===== src/verilog/dcache_pkg.sv =====
`default_nettype none

package dcache_pkg;

  ////////////////////////////////////////////////////////////
  // Default geometry
  ////////////////////////////////////////////////////////////

  // Number of sets, power of two
  localparam int unsigned DEF_NUM_SETS = 16;
  // Associativity, power of two
  localparam int unsigned DEF_NUM_WAYS = 4;

  ////////////////////////////////////////////////////////////
  // Field widths
  ////////////////////////////////////////////////////////////

  // Stored tag bits per way
  localparam int unsigned TAG_W = 8;
  // One data word
  localparam int unsigned WORD_W = 32;
  // Words held in one cache line
  localparam int unsigned WORDS_PER_LINE = 4;
  // Word offset inside a line
  localparam int unsigned OFF_W = $clog2(WORDS_PER_LINE);
  // Full line, 128 bits with the defaults above
  localparam int unsigned LINE_W = WORD_W * WORDS_PER_LINE;

  ////////////////////////////////////////////////////////////
  // Flush sequencer states
  ////////////////////////////////////////////////////////////

  typedef enum logic [1:0] {
    // Waiting for a flush request
    FLUSH_IDLE  = 2'd0,
    // Clearing one set per cycle
    FLUSH_SWEEP = 2'd1,
    // One-cycle acknowledge
    FLUSH_ACK   = 2'd2
  } flush_state_e;

endpackage

`default_nettype wire


===== src/verilog/flush_fsm.sv =====
`default_nettype none

module flush_fsm import dcache_pkg::*; #(
  parameter int unsigned  NUM_SETS = DEF_NUM_SETS,
  localparam int unsigned IDX_W    = $clog2(NUM_SETS)
) (
  input  wire logic             clk_i,
  input  wire logic             rst_ni,
  // Flush request, only seen in FLUSH_IDLE
  input  wire logic             flush_i,
  // High while the sweep is running
  output logic                  flushing_o,
  // Set cleared in the current sweep cycle
  output logic [IDX_W-1:0]      flush_idx_o,
  // Single-cycle pulse once every set is cleared
  output logic                  flush_ack_o
);

  // Last set of the sweep
  localparam logic [IDX_W-1:0] LAST_SET = IDX_W'(NUM_SETS - 1);

  flush_state_e     state_q, state_d;
  logic [IDX_W-1:0] cnt_q, cnt_d;

  ////////////////////////////////////////////////////////////
  // Next state
  ////////////////////////////////////////////////////////////

  always_comb begin
    state_d = state_q;
    cnt_d   = cnt_q;

    case (state_q)
      FLUSH_IDLE: begin
        // Start sweeping from set 0 on the next cycle
        if (flush_i) begin
          state_d = FLUSH_SWEEP;
          cnt_d   = '0;
        end
      end
      FLUSH_SWEEP: begin
        // Counter wraps back to 0 after the last set
        cnt_d = cnt_q + 1'b1;
        if (cnt_q == LAST_SET) begin
          state_d = FLUSH_ACK;
        end
      end
      FLUSH_ACK: begin
        state_d = FLUSH_IDLE;
      end
      default: begin
        state_d = FLUSH_IDLE;
      end
    endcase
  end

  // State and set counter
  always_ff @(posedge clk_i or negedge rst_ni) begin
    if (!rst_ni) begin
      state_q <= FLUSH_IDLE;
      cnt_q   <= '0;
    end else begin
      state_q <= state_d;
      cnt_q   <= cnt_d;
    end
  end

  // Outputs decoded from the registered state
  assign flushing_o  = (state_q == FLUSH_SWEEP);
  assign flush_idx_o = cnt_q;
  assign flush_ack_o = (state_q == FLUSH_ACK);

endmodule

`default_nettype wire


===== config.mk =====
export PLATFORM = sky130hd
export DESIGN_NAME = flush_fsm
export DESIGN_NICKNAME = d
export VERILOG_FILES = /design/src/verilog/dcache_pkg.sv /design/src/verilog/flush_fsm.sv
export SDC_FILE = /design/constraint.sdc
export NUM_CORES = 1
export LEC_CHECK = 0
export BUFFER_PORTS_ARGS = -buffer_cell sky130_fd_sc_hd__buf_2
export CAP_MARGIN = 0
export CORE_AREA = 2 2 39 41
export DETAILED_ROUTE_END_ITERATION = 10
export DIE_AREA = 0 0 41 43
export PLACE_DENSITY_LB_ADDON = 0.12
export SYNTH_ARGS = -nofsm -noshare
export SYNTH_HDL_FRONTEND = slang
export SYNTH_SLANG_ARGS = --single-unit

===== constraint.sdc =====
create_clock -name clk_i -period 1.5 [get_ports clk_i]
set_clock_uncertainty 0.2 [all_clocks]
set_input_delay 0.075 -clock clk_i [delete_from_list [all_inputs] [get_ports clk_i]]
set_output_delay 0.075 -clock clk_i [all_outputs]
set_load 0.01 [all_outputs]

# After elaboration in Yosys (flattened, before gate mapping)
# Cells that the tools add are included.
[word_totals]
register_bits = 6
output_inout_bits = 6
wordCells = 17
[op_classes]
addsub = 1
eq_ne = 5
n_mux = 5
n_reduce_logical = 4
[op_table]
columns = ["op", "count"]
rows = [
  ["$pmux W4 S2", 1],
  ["$add A4 B1 Y4 const B", 1],
  ["$eq A4 B4 Y1 const B", 1],
  ["$mux W2", 2],
  ["$mux W4", 1],
  ["$pmux W2 S2", 1],
  ["$reduce_and A2 Y1", 2],
  ["$eq A2 B1 Y1 const B", 1],
  ["$eq A2 B2 Y1 const B", 1],
  ["$logic_not A2 Y1", 1],
  ["$ne A2 B1 Y1 const B", 1],
  ["$ne A2 B2 Y1 const B", 1],
  ["$reduce_bool A2 Y1", 1],
]

# Depth between registers and ports, before layout
[depth]
depth_word = 3
ltp_mapped = 3
mapped_depth_nobuf = 3

# Least setup slack after synthesis
# OpenSTA, ideal clock, no wires.
[synth_path]
path_type = "register to register"
from = "reg cnt_q[0], in the netlist flush_idx_o[0]"
to = "reg cnt_q[2], in the netlist flush_idx_o[2]"
setup_time_ns = 0.121
arrival_ns = 1.115
path_slack_ns = 0.064
path_stages_with_launch = 4
n_path_buf = 0
synth_period_minus_slack_ns = 1.436
cell_sequence = "dfrtp_1 ha_1 mux2_2 a22o_1"
[synth_between]
elab_chain_len = 2
[synth_lines]
columns = ["element", "line_no", "text"]
rows = [
  ["from (decl)", "flush_fsm.sv:23", "logic [IDX_W-1:0] cnt_q, cnt_d;"],
  ["from (signal assigned)", "flush_fsm.sv:64", "cnt_q <= cnt_d;"],
  ["$add A4 B1 Y4", "flush_fsm.sv:43", "cnt_d = cnt_q + 1'b1;"],
  ["$pmux W4 S2", "flush_fsm.sv:33", "case (state_q)"],
]
# No other way between the ends.
# A chain may end at the register's enable or synchronous reset.

# Worst setup path in the final report
[layout_path]
from = "reg cnt_q[1], in the netlist flush_idx_o[1]"
to = "reg cnt_q[2], in the netlist flush_idx_o[2]"
# Same word-level chain as after synthesis.

==> results.md <==
- Status: finished clean
- # IOs: 9
- Max Used Layer: met4
- Initial antenna violation count: 0
- Synth async-reset ratio: 1.00
- Normalized max-slew margin: 0.733
- Max IR drop VDD: 0.000642 V
- Combinational share of power: 0.408
- Count leader, synth: dfrtp_1
- Slew Viols, Final: 0
- Post-Synthesis Cell Area: roughly 270 um2
- Area Growth Syn to Fin: 38.8%
- Synth Warn #: 0
- Startpoint types: register
- CTS tree: done
- RSZ-0062 raised after global routing: false
- Ratio of cells with drive above 1 in the final layout: 0.351
- Core area: 1380 um2
- Netlist cell types: 14
- Num CTS Buffers: 3
- Drc violations: 0
- Die Area: 1760 um2
- Top post-synthesis cells by area: dfrtp_1 (56%), a22o_1 (6.5%), nand3_1 (5.6%)
- Clock Tree Buf Depth: 2
- Hold path startpoint: flush_i
- Clk_lat worst skew: roughly 0.25 ns
- Clock Root Buffer: clkbuf_4
- Crit path required time: 1.43 ns
- GRT Resource Usage Total: 0.0979
- Setup crit end kind: register
- Clock period minus worst slack: 1.43 ns
- Crit path from: flush_idx_o[1]$_DFFE_PN0P_
- DP HPWL: 440 um
- # port buffers: 8
- FP Rows: 14
- R2r worst-path depth: 3
- Number of setup violations in the final report: 0
- Hold Path Depth: 4
- Vias in the first global route: 240
- ANT cells: 0
- NetSw: approximately 330 uW
- Crit Path Class: reg -> reg
- Fin Setup TNS: 0 ns
- CTS H-tree lvls: 1
- First-pass GRT wire length: 1.09 mm
- DR iter-0 viols: 6
- Int Pwr: 509 uW
- Post-synthesis sequential area ratio: 0.561
- Syn_nets: 28
- Die Width: roughly 41 um
- Lkg Pwr: about 0.17 nW
- Drt pass-1 iters: 4
- Initial Util: 0.193
- Final Hold Viols: 0
- Reg2reg start: flush_idx_o[1]$_DFFE_PN0P_
- GRT overflow: 0
- Number of synthesized flops with an enable pin: 0
- Synth area leader: dfrtp_1
- Synth top area share: 0.561
- Synth Register Bits: 6
- Metal-1 WL: 273 um
- Drt wl/cell: 12.1 um
- Total number of vias: 241
- Clock share of power: 0.181
- Final GP Congestion: 0.711
- Sw frac: 0.392
- Wirelength, routed: approximately 640 um
- Hold crit path type: in -> reg
- Arrival time at the worst endpoint: approximately 1.4 ns
- Worst-path clk slew: 0.05 ns
- Met3 WL post-DR: 72 um
- Power Dens Cells: around 2300 nW/um2
- Die Y: 43 um
- Met2 Wirelength: 286 um
- Clock Sinks: 6
- Commonest cells in the netlist: dfrtp_1 (6), nand3_1 (3), a22o_1 (2), nand2_1 (2), nor2_1 (2)
- Fin util: 0.269
- Syn Area/Cell: 11.2 um2
- Top_reg_cell synth: dfrtp_1
- ANT nets after route: 0
- Crit-path max FO: 4
- Max-cap violations: 0
- Final period utilization: 0.951
- Largest net degree at the start of global routing: 8
- F_max: 701 MHz
- Syn Inst Count: 24
- NumNets Final: 43
- Via/cell ratio: between 4 and 5
- Register share of total power: 0.411
- Worst slew pin tran: 0.399 ns
metal layers:
metal | vias to the layer above | global-route usage
met1 | 110 | 0.127
met4 | 0 | 0.100
met3 | 2 | 0.0314
li1 | 115 | -
met2 | 14 | 0.116
met5 | - | 0
path summary, 6_finish.rpt:
| check | end | slack (ns) |
|---|---|---|
| setup / recovery | flush_idx_o[2]$_DFFE_PN0P_ | 0.07 |
| min in group asynchronous | state_q[0]$_DFFE_PN0P_ | 0.57 |
| setup reg to reg | flush_idx_o[2]$_DFFE_PN0P_ | 0.07 |
| hold reg to reg | flush_idx_o[0]$_DFFE_PN0P_ | 0.32 |
| hold / removal | flush_idx_o[0]$_DFFE_PN0P_ | 0.04 |
| max in group asynchronous | flush_idx_o[0]$_DFFE_PN0P_ | 0.29 |
registers in the layout, summed over array words and instances, names as in the netlist:
| signal | cells |
|---|---|
| state_q | 2 |
| flush_idx_o | 4 |
repair_timing:
action	4_1_cts	5_1_grt
hold buffers	2	0
setup endpoints to repair	0	1
endpoints found under the hold margin	6	0
buffers inserted	0	0
gates resized for setup	0	1
layout make-up:
class	count	area (um2)
inverter	1	3.75
tap	16	20.0
multi-input combinational	17	114
timing repair buffer	10	60.1
clock buffer	3	22.5
sequential	6	151
fill	157	1010
cells in the final DEF, fill, tap and decap left out:
cell type      n
buf_2          8
dfrtp_1        5
nand3_1        3
clkbuf_4       3
nor2_1         2
a22o_1         2
nand2_1        2
dlygate4sd3_1  2
nand2b_1       1
inv_1          1
nor2b_1        1
o21bai_1       1
a41oi_1        1
mux2_2         1
o21ai_0        1
o311ai_1       1
ha_1           1
dfrtp_2        1
cells by family (layout without fill, tap and decap cells):
| kind of cell | after synthesis | count (layout) | share of synthesized area |
|---|---|---|---|
| and+or+nand+nor | 9 | 9 | 0.159 |
| AOI/OAI and AO/OA | 6 | 6 | 0.178 |
| DFF | 6 | 6 | 0.561 |
| adders and majority gates | 1 | 1 | 0.0467 |
| muxes | 1 | 1 | 0.0421 |
| buffers and inverters | 1 | 14 | 0.0140 |
worst max-delay path: stages (launching register included):
cell and delay [ns]:
dfrtp_1 0.38, ha_1 0.22, mux2_2 0.35, a22o_1 0.17
power groups by stage:
stage	logic, mW	clock network, mW	registers, mW
3_5_place_dp	0.344	0	0.342
6_report	0.342	0.151	0.344
2_1_floorplan	0.210	0	0.347
5_1_grt	0.387	0.174	0.365
3_3_place_gp	0.346	0	0.339
4_1_cts	0.348	0.163	0.342
metrics by stage:
stage | total power, mW | instance area, um2 | setup slack (ns) | hold slack, ns | instances
after CTS | 0.853 | 370 | 0.0438 | 0.0382 | 53
final | 0.837 | 372 | 0.0733 | 0.0415 | 53
after floorplan | 0.556 | 268 | 0.0643 | -0.421 | 24
after detailed placement | 0.687 | 328 | 0.0560 | -0.291 | 48
after global routing | 0.926 | 372 | 0.00599 | 0.0804 | 53
after global placement | 0.685 | 328 | 0.0780 | -0.292 | 48
(Power assumes the default switching activity.)
