`config.mk`:
```
export PLATFORM = sky130hd
export DESIGN_NAME = victim_select
export DESIGN_NICKNAME = d
export VERILOG_FILES = /design/src/verilog/dcache_pkg.sv /design/src/verilog/victim_select.sv
export SDC_FILE = /design/constraint.sdc
export NUM_CORES = 1
export LEC_CHECK = 0
export BUFFER_PORTS_ARGS = -buffer_cell sky130_fd_sc_hd__buf_4
export CAP_MARGIN = 20
export CORE_AREA = 2 2 39 41
export CTS_CLUSTER_DIAMETER = 60
export DETAILED_ROUTE_END_ITERATION = 10
export DIE_AREA = 0 0 41 43
export GPL_TIMING_DRIVEN = 0
export PLACE_DENSITY = 0.35
export SYNTH_ARGS = -nofsm -noshare
export SYNTH_HDL_FRONTEND = slang
export SYNTH_SLANG_ARGS = --single-unit
```
`constraint.sdc`:
```
create_clock -name clk_i -period 1.67 [get_ports clk_i]
set_clock_uncertainty 0.1 [all_clocks]
set_input_delay 0.167 -clock clk_i [delete_from_list [all_inputs] [get_ports clk_i]]
set_output_delay 0.167 -clock clk_i [all_outputs]
set_load 0.02 [all_outputs]
```
`src/verilog/dcache_pkg.sv`:
```
`default_nettype none

package dcache_pkg;

  ////////////////////////////////////////////////////////////
  // Default geometry
  ////////////////////////////////////////////////////////////

  // Number of sets, power of two
  localparam int unsigned DEF_NUM_SETS = 16;
  // Associativity, power of two
  localparam int unsigned DEF_NUM_WAYS = 4;

  ////////////////////////////////////////////////////////////
  // Field widths
  ////////////////////////////////////////////////////////////

  // Stored tag bits per way
  localparam int unsigned TAG_W = 8;
  // One data word
  localparam int unsigned WORD_W = 32;
  // Words held in one cache line
  localparam int unsigned WORDS_PER_LINE = 4;
  // Word offset inside a line
  localparam int unsigned OFF_W = $clog2(WORDS_PER_LINE);
  // Full line, 128 bits with the defaults above
  localparam int unsigned LINE_W = WORD_W * WORDS_PER_LINE;

  ////////////////////////////////////////////////////////////
  // Flush sequencer states
  ////////////////////////////////////////////////////////////

  typedef enum logic [1:0] {
    // Waiting for a flush request
    FLUSH_IDLE  = 2'd0,
    // Clearing one set per cycle
    FLUSH_SWEEP = 2'd1,
    // One-cycle acknowledge
    FLUSH_ACK   = 2'd2
  } flush_state_e;

endpackage

`default_nettype wire

```
`src/verilog/victim_select.sv`:
```
`default_nettype none

module victim_select import dcache_pkg::*; #(
  parameter int unsigned  NUM_WAYS = DEF_NUM_WAYS,
  localparam int unsigned PTR_W    = $clog2(NUM_WAYS)
) (
  input  wire logic                clk_i,
  input  wire logic                rst_ni,
  // Read strobe of the lookup port
  input  wire logic                rd_req_i,
  // Valid bits of the addressed set
  input  wire logic [NUM_WAYS-1:0] way_valid_i,
  // One-hot hit vector of the lookup
  input  wire logic [NUM_WAYS-1:0] way_hit_i,
  // One-hot way to refill
  output logic [NUM_WAYS-1:0]      victim_oh_o
);

  logic [PTR_W-1:0]    rr_ptr_q;
  logic [NUM_WAYS-1:0] inv_ways;
  logic [NUM_WAYS-1:0] first_inv;
  logic                set_full;
  logic                rr_step;

  ////////////////////////////////////////////////////////////
  // Victim choice
  ////////////////////////////////////////////////////////////

  assign inv_ways = ~way_valid_i;

  // Isolate the lowest set bit, lowest invalid way wins
  assign first_inv = inv_ways & (~inv_ways + 1'b1);

  assign set_full = &way_valid_i;

  // Fall back to the round-robin way only when the set is full
  assign victim_oh_o = set_full ? (NUM_WAYS'(1) << rr_ptr_q) : first_inv;

  ////////////////////////////////////////////////////////////
  // Round-robin pointer
  ////////////////////////////////////////////////////////////

  // Advance on a full-set miss
  assign rr_step = rd_req_i && set_full && !(|way_hit_i);

  // Wraps naturally since NUM_WAYS is a power of two
  // Flush leaves the pointer where it is
  always_ff @(posedge clk_i or negedge rst_ni) begin
    if (!rst_ni) begin
      rr_ptr_q <= '0;
    end else if (rr_step) begin
      rr_ptr_q <= rr_ptr_q + 1'b1;
    end
  end

endmodule

`default_nettype wire
```
# Yosys cells after proc, flatten, opt, wreduce, memory -nomap -nowiden
# Cells that the tools add are included.
[word_totals] regBits=2 in_bits=11 output_inout_bits=4 wordCells=13
[op_classes] addsub=2 shifts=1 muxes=1 bitwise_logic=3 n_reduce_logical=5
[op_table] operator="inverter 4 bit" count=2
[op_table] operator="adder 4 x 1 -> 4 bit, second input constant" count=1
[op_table] operator="bitwise AND 4 bit" count=1
[op_table] operator="2-to-1 mux 4 bit" count=1
[op_table] operator="AND reduction 4 bit" count=1
[op_table] operator="OR reduction 4 bit" count=1
[op_table] operator="<< shifter 1 x 2 -> 4 bit, first input constant" count=1
[op_table] operator="adder 2 x 1 -> 2 bit, second input constant" count=1
[op_table] operator="logical AND 1 bit" count=2
[op_table] operator="logical NOT 1 bit" count=1

# Depth between registers and ports, before layout
# Gate-level depths: netlist of run 1.
[logic_depth] ltp_word=5 mapped_depth=4 depth_no_buf=4

# Worst setup path before layout of run 1
# No wires, ideal clock.
[synth_timing] path_kind="reg-to-output" start="register rr_ptr_q[0]" end="output port victim_oh_o[2]" t_arrival_ns=1.031 t_required_ns=1.403 slack_ns=0.372 path_stages_with_launch=5 n_path_buf=0 cell_sequence="dfrtp_1 > inv_1 > ha_1 > nand2_1 > a21oi_1"
[synth_via] elab_chain_len=2
[synth_lines] element="start, declared" line="victim_select.sv:19" text="logic [PTR_W-1:0] rr_ptr_q;"
[synth_lines] element="start signal, assigned" line="victim_select.sv:52" text="rr_ptr_q <= rr_ptr_q + 1'b1;"
[synth_lines] element="<< shifter 1 x 2 -> 4 bit" line="victim_select.sv:37" text="assign victim_oh_o = set_full ? (NUM_WAYS'(1) << rr_ptr_q) : first_inv;"
[synth_lines] element="2-to-1 mux 4 bit" line="victim_select.sv:37"
[synth_lines] element="end, declared" line="victim_select.sv:16" text="output logic [NUM_WAYS-1:0] victim_oh_o"
# No other way between the ends.

# Final worst setup path of run 1
[layout_timing] start="register rr_ptr_q[1]" end="output port victim_oh_o[1]"
# The elaborated chain is that of the path after synthesis.

==> results of run 1 <==
## power by group through the flow
stage / registers (mW) / clock network [mW] / logic [mW]
floorplan: 0.0567 / 0 / 0.0266
global placement: 0.0574 / 0 / 0.0588
detailed placement: 0.0575 / 0 / 0.0589
CTS: 0.0570 / 0.116 / 0.0612
global route: 0.0577 / 0.119 / 0.0683
finish: 0.0568 / 0.106 / 0.0603
## cells by family (layout without fill, tap and decap cells)
family	Yosys count	count (layout)	synth area share
buf+inv	3	21	0.05325
mux	1	1	0.07099
compound gates	3	3	0.08281
flops	2	2	0.2367
fa+ha+maj	4	4	0.2367
simple gates	9	9	0.2780
xor+xnor	1	1	0.04143
## cells in the final DEF, fill, tap and decap left out, drive strengths merged
master	Yosys	layout
a21boi	1	1
a21oi	1	1
and3	1	1
and4	1	1
buf	0	14
clkbuf	0	3
dfrtp	2	2
dlygate4sd3	0	1
ha	4	4
inv	3	3
mux2	1	1
nand2	4	4
nand3	1	1
nor2	1	1
nor4	1	1
o21ai	1	1
xnor2	1	1
## per-stage QoR
step | worst slack, ns | instance area [µm²] | total power [mW]
final | 0.1647 | 369.1 | 0.2233
after global routing | 0.05457 | 369.1 | 0.2452
after CTS | 0.1377 | 369.1 | 0.2342
after detailed placement | 0.3757 | 336.6 | 0.1164
after global placement | 0.3911 | 336.6 | 0.1162
after floorplan | 0.3721 | 211.5 | 0.08333
## metal layers
metal / vias up / routed length, µm / track usage
met5: - / 0 / 0
li1: 113 / - / -
met3: 0 / 68 / 0.01571
met1: 93 / 189 / 0.07395
met4: 0 / 0 / 0.08000
met2: 12 / 216 / 0.1000
## path summary, 6_finish.rpt
check / endpoint / depth (start not counted) / slack [ns]
max: victim_oh_o[1] / 5 / 0.16
min: rr_ptr_q[1] / 2 / 0.16
max reg2reg: rr_ptr_q[1] / 3 / 0.45
min reg2reg: rr_ptr_q[1] / 1 / 0.47
max in group asynchronous: rr_ptr_q[0] / 2 / 1.23
min in group clk_i: rr_ptr_q[0] / 3 / 0.20
## worst max-delay path, delay by kind of cell, from the launching register on
kind | cells | cell delay [ns]
and+or+nand+nor | 1 | 0.08
adders and majority gates | 1 | 0.14
buffers and inverters | 2 | 0.24
DFF | 1 | 0.40
AOI/OAI and AO/OA | 1 | 0.15
## repair_timing
| item | CTS | global route |
|---|---|---|
| hold buffers | 1 | 0 |
| buffers inserted | 0 | 0 |
| endpoints found under the hold margin | 2 | 0 |
## layout make-up
| type | count | area, µm² | area share |
|---|---|---|---|
| timing repair buffer | 15 | 115.1 | 0.3119 |
| tap | 16 | 20.02 | 0.05424 |
| multi-input combinational | 18 | 150.1 | 0.4068 |
| sequential | 2 | 50.05 | 0.1356 |
| inverter | 3 | 11.26 | 0.03051 |
| clock buffer | 3 | 22.52 | 0.06102 |
==> flow_results.org, run 1 <==
** Outcome
- Result of the run :: finished clean

** Power
- Switching power summed over all nets :: 0.05685 mW
- Peak supply drop :: 324.1 µV
- Combinational power share :: 0.270
- Of the total power, the share spent switching nets is 0.2546.
- Ratio of total power to cell area :: 604.9 nW/µm²
- Share of total power in the clock network :: 0.475
- The analysis attributes to cell leakage a power of 0.1882 nW.
- Of the total power, registers draw 0.255.
- Cell-internal power :: 0.1664 mW

** Synth
- Of all flip-flops after synthesis, the portion carrying an async set or reset was 1.000.
- Summing every instance area after synthesis gives 211.5 µm².
- Post-synthesis area per instance :: 9.194 µm²
- Yosys mapped a number of flops with a built-in enable equal to 0.
- After synthesis, the netlist uses 14 different library cells.
- Among all flip-flop cells after synthesis, the most frequent one is sky130_fd_sc_hd__dfrtp_1.
- Commonest cells in the synthesized netlist :: sky130_fd_sc_hd__ha_1 (4), sky130_fd_sc_hd__nand2_1 (4), sky130_fd_sc_hd__inv_1 (3)
- The Yosys step of the flow raised 0 warnings.
- Dominant cell type by area after synthesis :: sky130_fd_sc_hd__dfrtp_1
- Sequential cell area fraction in the yosys report :: 0.2367
- Gate count of the mapped netlist :: 23
- Ranked by total cell area, the synthesized netlist is headed by sky130_fd_sc_hd__dfrtp_1 (24%), sky130_fd_sc_hd__ha_1 (24%), sky130_fd_sc_hd__mux2_4 (7.1%).
- Number of synthesized register bits :: 2
- The share of synthesized area in the top cell type comes to 0.2367.
- The number of nets handed over by synthesis was 38.

** Global routing
- The first global-routing pass estimated 786 µm of wire.
- For this run the aggregate overflow at the end of global routing stands at 0.
- Entering global routing, the biggest net connects 5 pins.
- The number of global-route vias before repair is 225.
- Overall track demand over capacity in global routing :: 0.07028
- Antenna violations before repair :: 0

** Cells and area
- After the flow finishes, the layout carries non-filler instances totaling 57.
- Fill cells in the final layout number 156.
- Biggest register :: rr_ptr_q
- Signed area change from the synthesized netlist to the final layout :: 74.56%
- Nets :: 58
- Number of flip-flops under the largest register name :: 2
- Regs by FF count :: rr_ptr_q (2)
- The repair_antennas step left the layout with diodes totalling 0.
- Utilization after layout :: 0.2667
- In the final layout, the share of cells above drive strength 1 is 0.5122.

** Clocking
- TritonCTS clock tree :: built
- Clock latency of the later-clocked register in the worst-skew pair :: 0.22 ns
- The tree built by TritonCTS fans out to 2 sinks.
- Number of resized instances in the post-cts repair step :: 0
- In this run the deepest clock path goes through 2 buffers.
- CTS root buf :: sky130_fd_sc_hd__clkbuf_4
- Worst-path clk slew :: 0.03 ns
- Htree depth :: 1
- Buffers inserted during clock tree synthesis total 3.

** STA
- The final count of hold timing violations was 0.
- Final worst path period need :: 1.505 ns
- Headroom to the max-slew limit :: 0.8636
- Slew Viols, Final :: 0
- TNS Setup :: 0 ns
- Worst hold slack after final layout :: 0.1558 ns
- Setup violations remaining at the end of the flow were counted as 0.
- Max frequency :: 0.6643 GHz
- At the pin with the least slew margin, the transition time is 0.2029 ns.
- Setup repair after global routing left no endpoint under its margin.
- Dividing the final minimum period by the clock period gives 0.9014.

** Drt
- Iteration-0 DRC Markers :: 0
- Wires add up to 474 µm.
- Using the TritonRoute via totals, the vias-per-cell ratio works out to 3.825.
- Residual DRC :: 0
- For this run, the detailed router's first-pass iteration total came to 1.
- Detailed-route via count :: 218
- Wire per inst :: 8.316 µm
- Remaining number of nets flagged by the antenna check after routing :: 0

** Worst setup path
- The critical path starts at rr_ptr_q[1].
- The largest individual stage delay along the critical path comes from the cell sky130_fd_sc_hd__dfrtp_1.
- Traced cell by cell, the critical path runs through inv_1 > ha_1 > nand3_1 > a21boi_1 > buf_4.
- Category of the worst setup path launch point :: flop
- Crit-path max cell delay :: 0.40 ns
- STA classifies the critical path endpoint as a primary output.
- Path type of the worst setup path :: flop to primary output
- CP arrival :: 1.24 ns
- Worst flop-to-flop path startpoint :: rr_ptr_q[0]
- STA puts the critical path data required time at 1.40 ns.
- In this run the worst path has a maximum fanout of 4.

** Floorplan
- Initial Utilization :: 0.1528
- The core region is 1384 µm².
- Vertical die dimension :: 43 µm
- Number of rows in the core area :: 14
- The die covers 1763 µm².
- The floorplan step set the die width to 41 µm.
- I/O Pins :: 15

** Job
- Max-capacitance violation count :: 0

** Placed design
- In this run the tool buffered the top-level ports with 14 buffer cells.
- Post-Place Cells :: 53
- Routability Congestion :: 0.5359

** Hold path
- Worst min path class :: input port to async pin
Note: power is estimated with default switching activity, not from simulation.
==> run 2, diff against run 1 <==
CORE_AREA = 10 10 47 49   (was 2 2 39 41)
CTS_BUF_LIST = sky130_fd_sc_hd__clkbuf_8 sky130_fd_sc_hd__clkbuf_16   (was not set)
DIE_AREA = 0 0 57 59   (was 0 0 41 43)
==> flow_results.org, run 2 (synthesis results as in run 1) <==
** Drt
- The number of nets with antenna violations after routing came to 0 (unchanged).
- The total DRC errors in the routed layout is 0 (unchanged).
- Detailed Route WL :: 605 µm (+28%)
- Iteration-0 DRC Markers :: 3 (+3)
- The detailed-route vias per instance came to 3.807 (-0.46%).
- The length of the first detailed-routing pass in iterations is 3 (+2).
- The mean routed wirelength per cell came to 10.61 µm (+28%).
- The total number of vias was 217 (-0.46%).

** Worst setup path
- For this design, the slowest cell found on the critical path is sky130_fd_sc_hd__dfrtp_1.
- The maximum fanout along the worst path is 3 (-1).
- The worst endpoint required time came to 1.40 ns (about the same).
- STA classifies the critical path endpoint as a primary output.
- Category of the worst setup path launch point :: flop
- CP arrival :: 1.24 ns (about the same)
- Crit-path max cell delay :: 0.39 ns (about the same)
- The worst setup path is of the flop to primary output kind.
- The critical path goes through inv_1 > ha_1 > nand2_1 > a21oi_1 > buf_4.

** STA
- Slew at the pin closest to its max-slew limit :: 0.1996 ns (-0.003370 ns)
- Hold violation count in the final report :: 0 (unchanged)
- Headroom to the max-slew limit :: 0.8658 (+0.002266)
- The worst hold-check slack came to 0.1715 ns (+0.01573 ns).
- Final worst path period need :: 1.504 ns (-0.001670 ns)
- Ratio of final minimum period to clock period :: 0.9004 (-0.001000)
- Unrepaired setup endpoints after global routing :: false
- The final total negative setup slack is 0 ns (unchanged).
- Total of endpoints with negative setup slack in the final report :: 0 (unchanged)
- The number of slew-limit violations in the final report came to 0 (unchanged).
- The maximum frequency from static timing analysis was 0.6651 GHz (+0.11%).

** Clocking
- The tree is rooted in a sky130_fd_sc_hd__clkbuf_8.
- TritonCTS built the clock tree.
- Count of clock tree sinks :: 2 (unchanged)
- The clock insertion delay at the later pin of the skew report is 0.21 ns (about the same).
- The deepest clock path buffer count was 2 (unchanged).
- The post-CTS setup buffer count is 0 (unchanged).
- The post-CTS resize count was 0 (unchanged).
- Htree depth :: 1 (unchanged)
- The number of buffers inserted during clock tree synthesis was 3 (unchanged).
- Worst-path clk slew :: 0.03 ns (about the same)

** Floorplan
- Full die area :: 3363 µm² (+91%)
- The floorplan row count was 14 (unchanged).
- Die width :: 57 µm (+39%)
- I/O Pins :: 15 (unchanged)
- The starting density of the core was 0.1509 (-0.001910).
- The die span in y came to 59 µm (+37%).
- The total core area was 1401 µm² (+1.3%).

** Placed design
- The weighted congestion at the end of routability-driven global placement came to 0.7826 (+46%).
- The count of port buffers added during placement is 14 (unchanged).
- The post-place instance area was 336.6 µm² (unchanged).

** Cells and area
- Signed area change from the synthesized netlist to the final layout :: 83.43%
- Most common library cell in the layout ignoring fill and taps :: sky130_fd_sc_hd__buf_4
- Most used cells in the layout excluding fill and tap cells :: sky130_fd_sc_hd__buf_4 (14), sky130_fd_sc_hd__nand2_1 (4), sky130_fd_sc_hd__ha_1 (4)
- The fraction of final layout cells sized beyond drive strength 1 was 0.5122 (unchanged).
- Number of flip-flops under the largest register name :: 2 (unchanged)
- Biggest register :: rr_ptr_q
- The count of inserted antenna diode cells came to 0 (unchanged).
- Regs by FF count :: rr_ptr_q (2)
- The net count reported at finish is 58 (unchanged).
- Post-layout instance area :: 387.9 µm² (+5.1%)
- The number of fill cells came to 151 (-3.2%).

** Global routing
- Wire length of the first global-routing pass :: 945 µm (+20%)
- Gr ovfl total :: 0 (unchanged)
- The number of global-route vias before repair is 227 (+0.89%).
- The pin count of the biggest net entering global routing was 5 (unchanged).
- The number of antenna violations at the first check in global routing is 0 (unchanged).
- Overall track demand over capacity in global routing :: 0.03633 (-0.03395)

** Power
- The power density over the cells was 789.4 nW/µm² (+31%).
- The worst vdd rail ir drop was 341.3 µV (+5.3%).
- Leakage power summed over all cells :: 0.1960 nW (+4.1%)

** Hold path
- The min-delay analysis places its worst path in the category input port to async pin.

** Job
- Max-capacitance violation count :: 0 (unchanged)

** Outcome
- Result of the run :: finished clean
[run 2: area by class of cell]
class	instances	area, µm²	share of cell area
sequential	2	50.05	0.1290
timing repair buffer	15	115.1	0.2968
inverter	3	11.26	0.02903
tap	16	20.02	0.05161
clock buffer	3	41.29	0.1065
multi-input combinational	18	150.1	0.3871
[run 2: repair_timing]
action                                  CTS  global route
endpoints found under the setup margin    0             0
endpoints found under the hold margin     2             0
hold buffers                              1             0
[run 2: critical path: cells and delay by family (launching register included)]
family / cells / cell delay (ns)
fa+ha+maj: 1 / 0.17
simple gates: 1 / 0.05
flops: 1 / 0.39
compound gates: 1 / 0.14
buf+inv: 2 / 0.28
[run 2: worst paths after layout]
kind | from | to | slack, ns | cells after the start
hold / removal | rst_ni | rr_ptr_q[0] | 0.17 | 2
hold reg to reg | rr_ptr_q[1] | rr_ptr_q[1] | 0.48 | 1
max in group asynchronous | rst_ni | rr_ptr_q[1] | 1.21 | 2
setup reg to reg | rr_ptr_q[0] | rr_ptr_q[1] | 0.44 | 3
min in group clk_i | rd_req_i | rr_ptr_q[0] | 0.22 | 3
setup / recovery | rr_ptr_q[0] | victim_oh_o[2] | 0.17 | 5
[run 2: metal layers]
| layer | vias up | part of all wire | track usage | wire length, µm |
|---|---|---|---|---|
| met3 | 0 | 0.17 | 0.02790 | 101 |
| met1 | 91 | 0.42 | 0.03810 | 254 |
| met2 | 11 | 0.41 | 0.04186 | 248 |
| met4 | 0 | 0 | 0.04027 | 0 |
| li1 | 115 | - | - | - |
| met5 | - | 0 | 0 | 0 |
[run 2: metrics by stage]
step           utilization  std cells  power [mW]  setup WS (ns)
3_5_place_dp        0.2402         53      0.1174         0.3770
6_report            0.2768         57      0.3062         0.1664
2_1_floorplan            -         23     0.08333         0.3721
4_1_cts             0.2768         57      0.3163         0.1472
5_1_grt             0.2768         57      0.3300        0.06432
3_3_place_gp        0.2402         53      0.1163         0.3927
[run 2: power breakdown]
group | total, mW | switching (mW) | internal, mW | leakage, nW
logic | 0.0609 | 0.0266 | 0.0343 | 0.151
registers | 0.0571 | 0.00404 | 0.0531 | 0.0229
clock network | 0.188 | 0.0359 | 0.152 | 0.0216
==> run 3, diff against run 2 <==
PLACE_DENSITY = not set   (was 0.35)
PLACE_DENSITY_LB_ADDON = 0.25   (was not set)
==> flow_results.org, run 3 (synthesis results as in run 1) <==
** Worst setup path
- The worst register-to-register path ends at rr_ptr_q[1].
- The delay of the slowest critical-path stage is 0.39 ns (about the same).
- The worst-case reg-to-reg path depth is 3 (unchanged).
- The worst setup path is of the flop to primary output kind.
- Crit path max fanout :: 3 (unchanged)
- The startpoint identified for the worst register-to-register timing path is rr_ptr_q[0].
- The flop-to-flop setup slack is 0.44 ns (about the same).
- In this run the worst setup path terminates at victim_oh_o[2].
- CP max-delay cell :: sky130_fd_sc_hd__dfrtp_1
- STA classifies the critical path startpoint as a flop.
- Cells along the critical path :: inv_1 > ha_1 > nand2_1 > a21oi_1 > buf_4
- Category of the worst setup path capture point :: primary output
- The worst endpoint required time came to 1.40 ns (about the same).
- Origin of the worst setup path :: rr_ptr_q[0]
- The data arrival time of the worst path came to 1.22 ns (-0.02 ns).

** Cells and area
- In the final layout, the registers with the most flip-flops are rr_ptr_q (2).
- Signed area change from the synthesized netlist to the final layout :: 83.43% (unchanged)
- The cell area after layout was 387.9 µm² (unchanged).
- Antenna Diode Count :: 0 (unchanged)
- Area of the multi-input gates :: 150.1 µm² (unchanged)
- The fraction of final layout cells sized beyond drive strength 1 came to 0.5122 (unchanged).
- The final standard cell utilization of the core was 0.2768 (unchanged).
- The flip-flop count of the largest register, all copies and words added is 2 (unchanged).
- In the layout the commonest cells are sky130_fd_sc_hd__buf_4 (14), sky130_fd_sc_hd__nand2_1 (4), sky130_fd_sc_hd__ha_1 (4).
- FILL cells :: 154 (+2.0%)
- Biggest register :: rr_ptr_q
- Sequential cell area in the final layout :: 50.05 µm² (unchanged)
- The net count reported at finish came to 58 (unchanged).
- Most common library cell in the layout ignoring fill and taps :: sky130_fd_sc_hd__buf_4

** Drt
- The number of nets with antenna violations after routing is 0 (unchanged).
- After detailed routing, no signal wire sits above met3.
- Detailed Route WL :: 600 µm (-0.83%)
- The total DRC errors in the routed layout was 0 (unchanged).
- Iteration-0 DRC Markers :: 1 (-2)
- The routed metal-1 wirelength was 316 µm (+24%).
- Post-DR vias/cell :: 3.825 (+0.46%)
- Wire per inst :: 10.53 µm (-0.83%)
- Detailed-route via count :: 218 (+0.46%)
- Met2 Routed Length :: 191 µm (-23%)
- The length of the first detailed-routing pass in iterations was 2 (-1).
- Routed wire length on met3 :: 92 µm (-8.9%)

** STA
- The post-layout minimum cycle time came to 1.483 ns (-0.02021 ns).
- The fraction of the cycle the final worst path needs came to 0.8883 (-0.01210).
- Slew at the pin closest to its max-slew limit :: 0.1941 ns (-0.005426 ns)
- The number of failing setup endpoints in the final timing report is 0 (unchanged).
- The maximum frequency from static timing analysis was 0.6741 GHz (+1.4%).
- Hold violation count in the final report :: 0 (unchanged)
- Headroom to the max-slew limit :: 0.8695 (+0.003647)
- The final total negative setup slack was 0 ns (unchanged).
- Worst hold slack after final layout :: 0.1765 ns (+0.005016 ns)
- Slew Viols, Final :: 0 (unchanged)
- Unrepaired setup endpoints after global routing :: false

** Global routing
- The number of antenna violations at the first check in global routing came to 0 (unchanged).
- The pin count of the biggest net entering global routing is 5 (unchanged).
- The number of global-route vias before repair is 256 (+13%).
- Gr ovfl total :: 0 (unchanged)
- Wire length of the first global-routing pass :: 972 µm (+2.9%)
- Overall track demand over capacity in global routing :: 0.03761 (+0.001281)

** Clocking
- The deepest clock path buffer count came to 2 (unchanged).
- Clock latency of the later-clocked register in the worst-skew pair :: 0.21 ns (about the same)
- Clock buffer count from CTS :: 3 (unchanged)
- The post-CTS resize count came to 0 (unchanged).
- The deepest level of the CTS H-tree is 1 (unchanged).
- TritonCTS clock tree :: built
- The post-CTS setup buffer count was 0 (unchanged).
- Worst-path clk slew :: 0.03 ns (about the same)
- CTS root buf :: sky130_fd_sc_hd__clkbuf_8
- Count of clock tree sinks :: 2 (unchanged)

** Floorplan
- Number of rows in the core area :: 14 (unchanged)
- The number of primary I/O pins came to 15 (unchanged).
- Full die area :: 3363 µm² (unchanged)
- Vertical die dimension :: 59 µm (unchanged)
- Placeable Area :: 1401 µm² (unchanged)
- Initial Utilization :: 0.1509 (unchanged)
- The width of the chip was 57 µm (unchanged).

** Power
- Leakage power summed over all cells :: 0.1960 nW (unchanged)
- Ratio of total power to cell area :: 790.7 nW/µm² (+0.16%)
- The worst vdd rail ir drop is 414.0 µV (+21%).

** Outcome
- The run finished with clean final reports.

** Placed design
- Routability Congestion :: 0.6402 (-18%)
- The count of port buffers added during placement was 14 (unchanged).
- The post-place instance area came to 336.6 µm² (unchanged).
- HPWL after detailed placement :: 485.9 µm

** Job
- Max-capacitance violation count :: 0 (unchanged)

** Hold path
- The min-delay analysis places its worst path in the category input port to async pin.
-- run 3: cell counts in the layout (fill, tap and decap cells not counted) --
No cell type changed its count.
-- run 3: layer usage --
metal  GRT usage  vias to the layer above
met3     0.02575                        0
met5           0                        -
met2     0.03721                       15
li1            -                      114
met1     0.04637                       89
met4     0.04027                        0
-- run 3: report_power, final --
group	switching, mW	internal, mW
sequential	0.00408	0.0531
clock	0.0362	0.152
combinational	0.0268	0.0343
total	0.0671	0.240
-- run 3: through the flow --
step | setup WS (ns) | power (mW) | cells
floorplan | 0.3721 | 0.08333 | 23
finish | 0.1866 | 0.3067 | 57
detailed placement | 0.3898 | 0.1178 | 53
global placement | 0.3849 | 0.1175 | 53
CTS | 0.1720 | 0.3159 | 57
global route | 0.09180 | 0.3217 | 57
-- run 3: worst min path at each step --
stage	from	end	slack (ns)
floorplan	rst_ni	rr_ptr_q[0]	-0.23
global placement	rst_ni	rr_ptr_q[1]	-0.15
detailed placement	rst_ni	rr_ptr_q[1]	-0.15
CTS	rst_ni	rr_ptr_q[1]	0.17
global route	rst_ni	rr_ptr_q[1]	0.20
finish	rst_ni	rr_ptr_q[1]	0.18
-- run 3: what timing repair did --
item                                    CTS  global route
endpoints found under the setup margin    0             0
hold buffers                              1             0
endpoints found under the hold margin     2             0
-- run 3: cell type report --
type                            instances  area share
Inverter                                3     0.02903
Multi-Input combinational cell         18      0.3871
Timing Repair Buffer                   15      0.2968
Clock buffer                            3      0.1065
Sequential cell                         2      0.1290
Tap cell                               16     0.05161
-- run 3: critical path, delay by kind of cell (launching register included) --
kind	cells	cell delay, ns
flops	1	0.39
fa+ha+maj	1	0.16
buf+inv	2	0.28
compound gates	1	0.13
simple gates	1	0.05
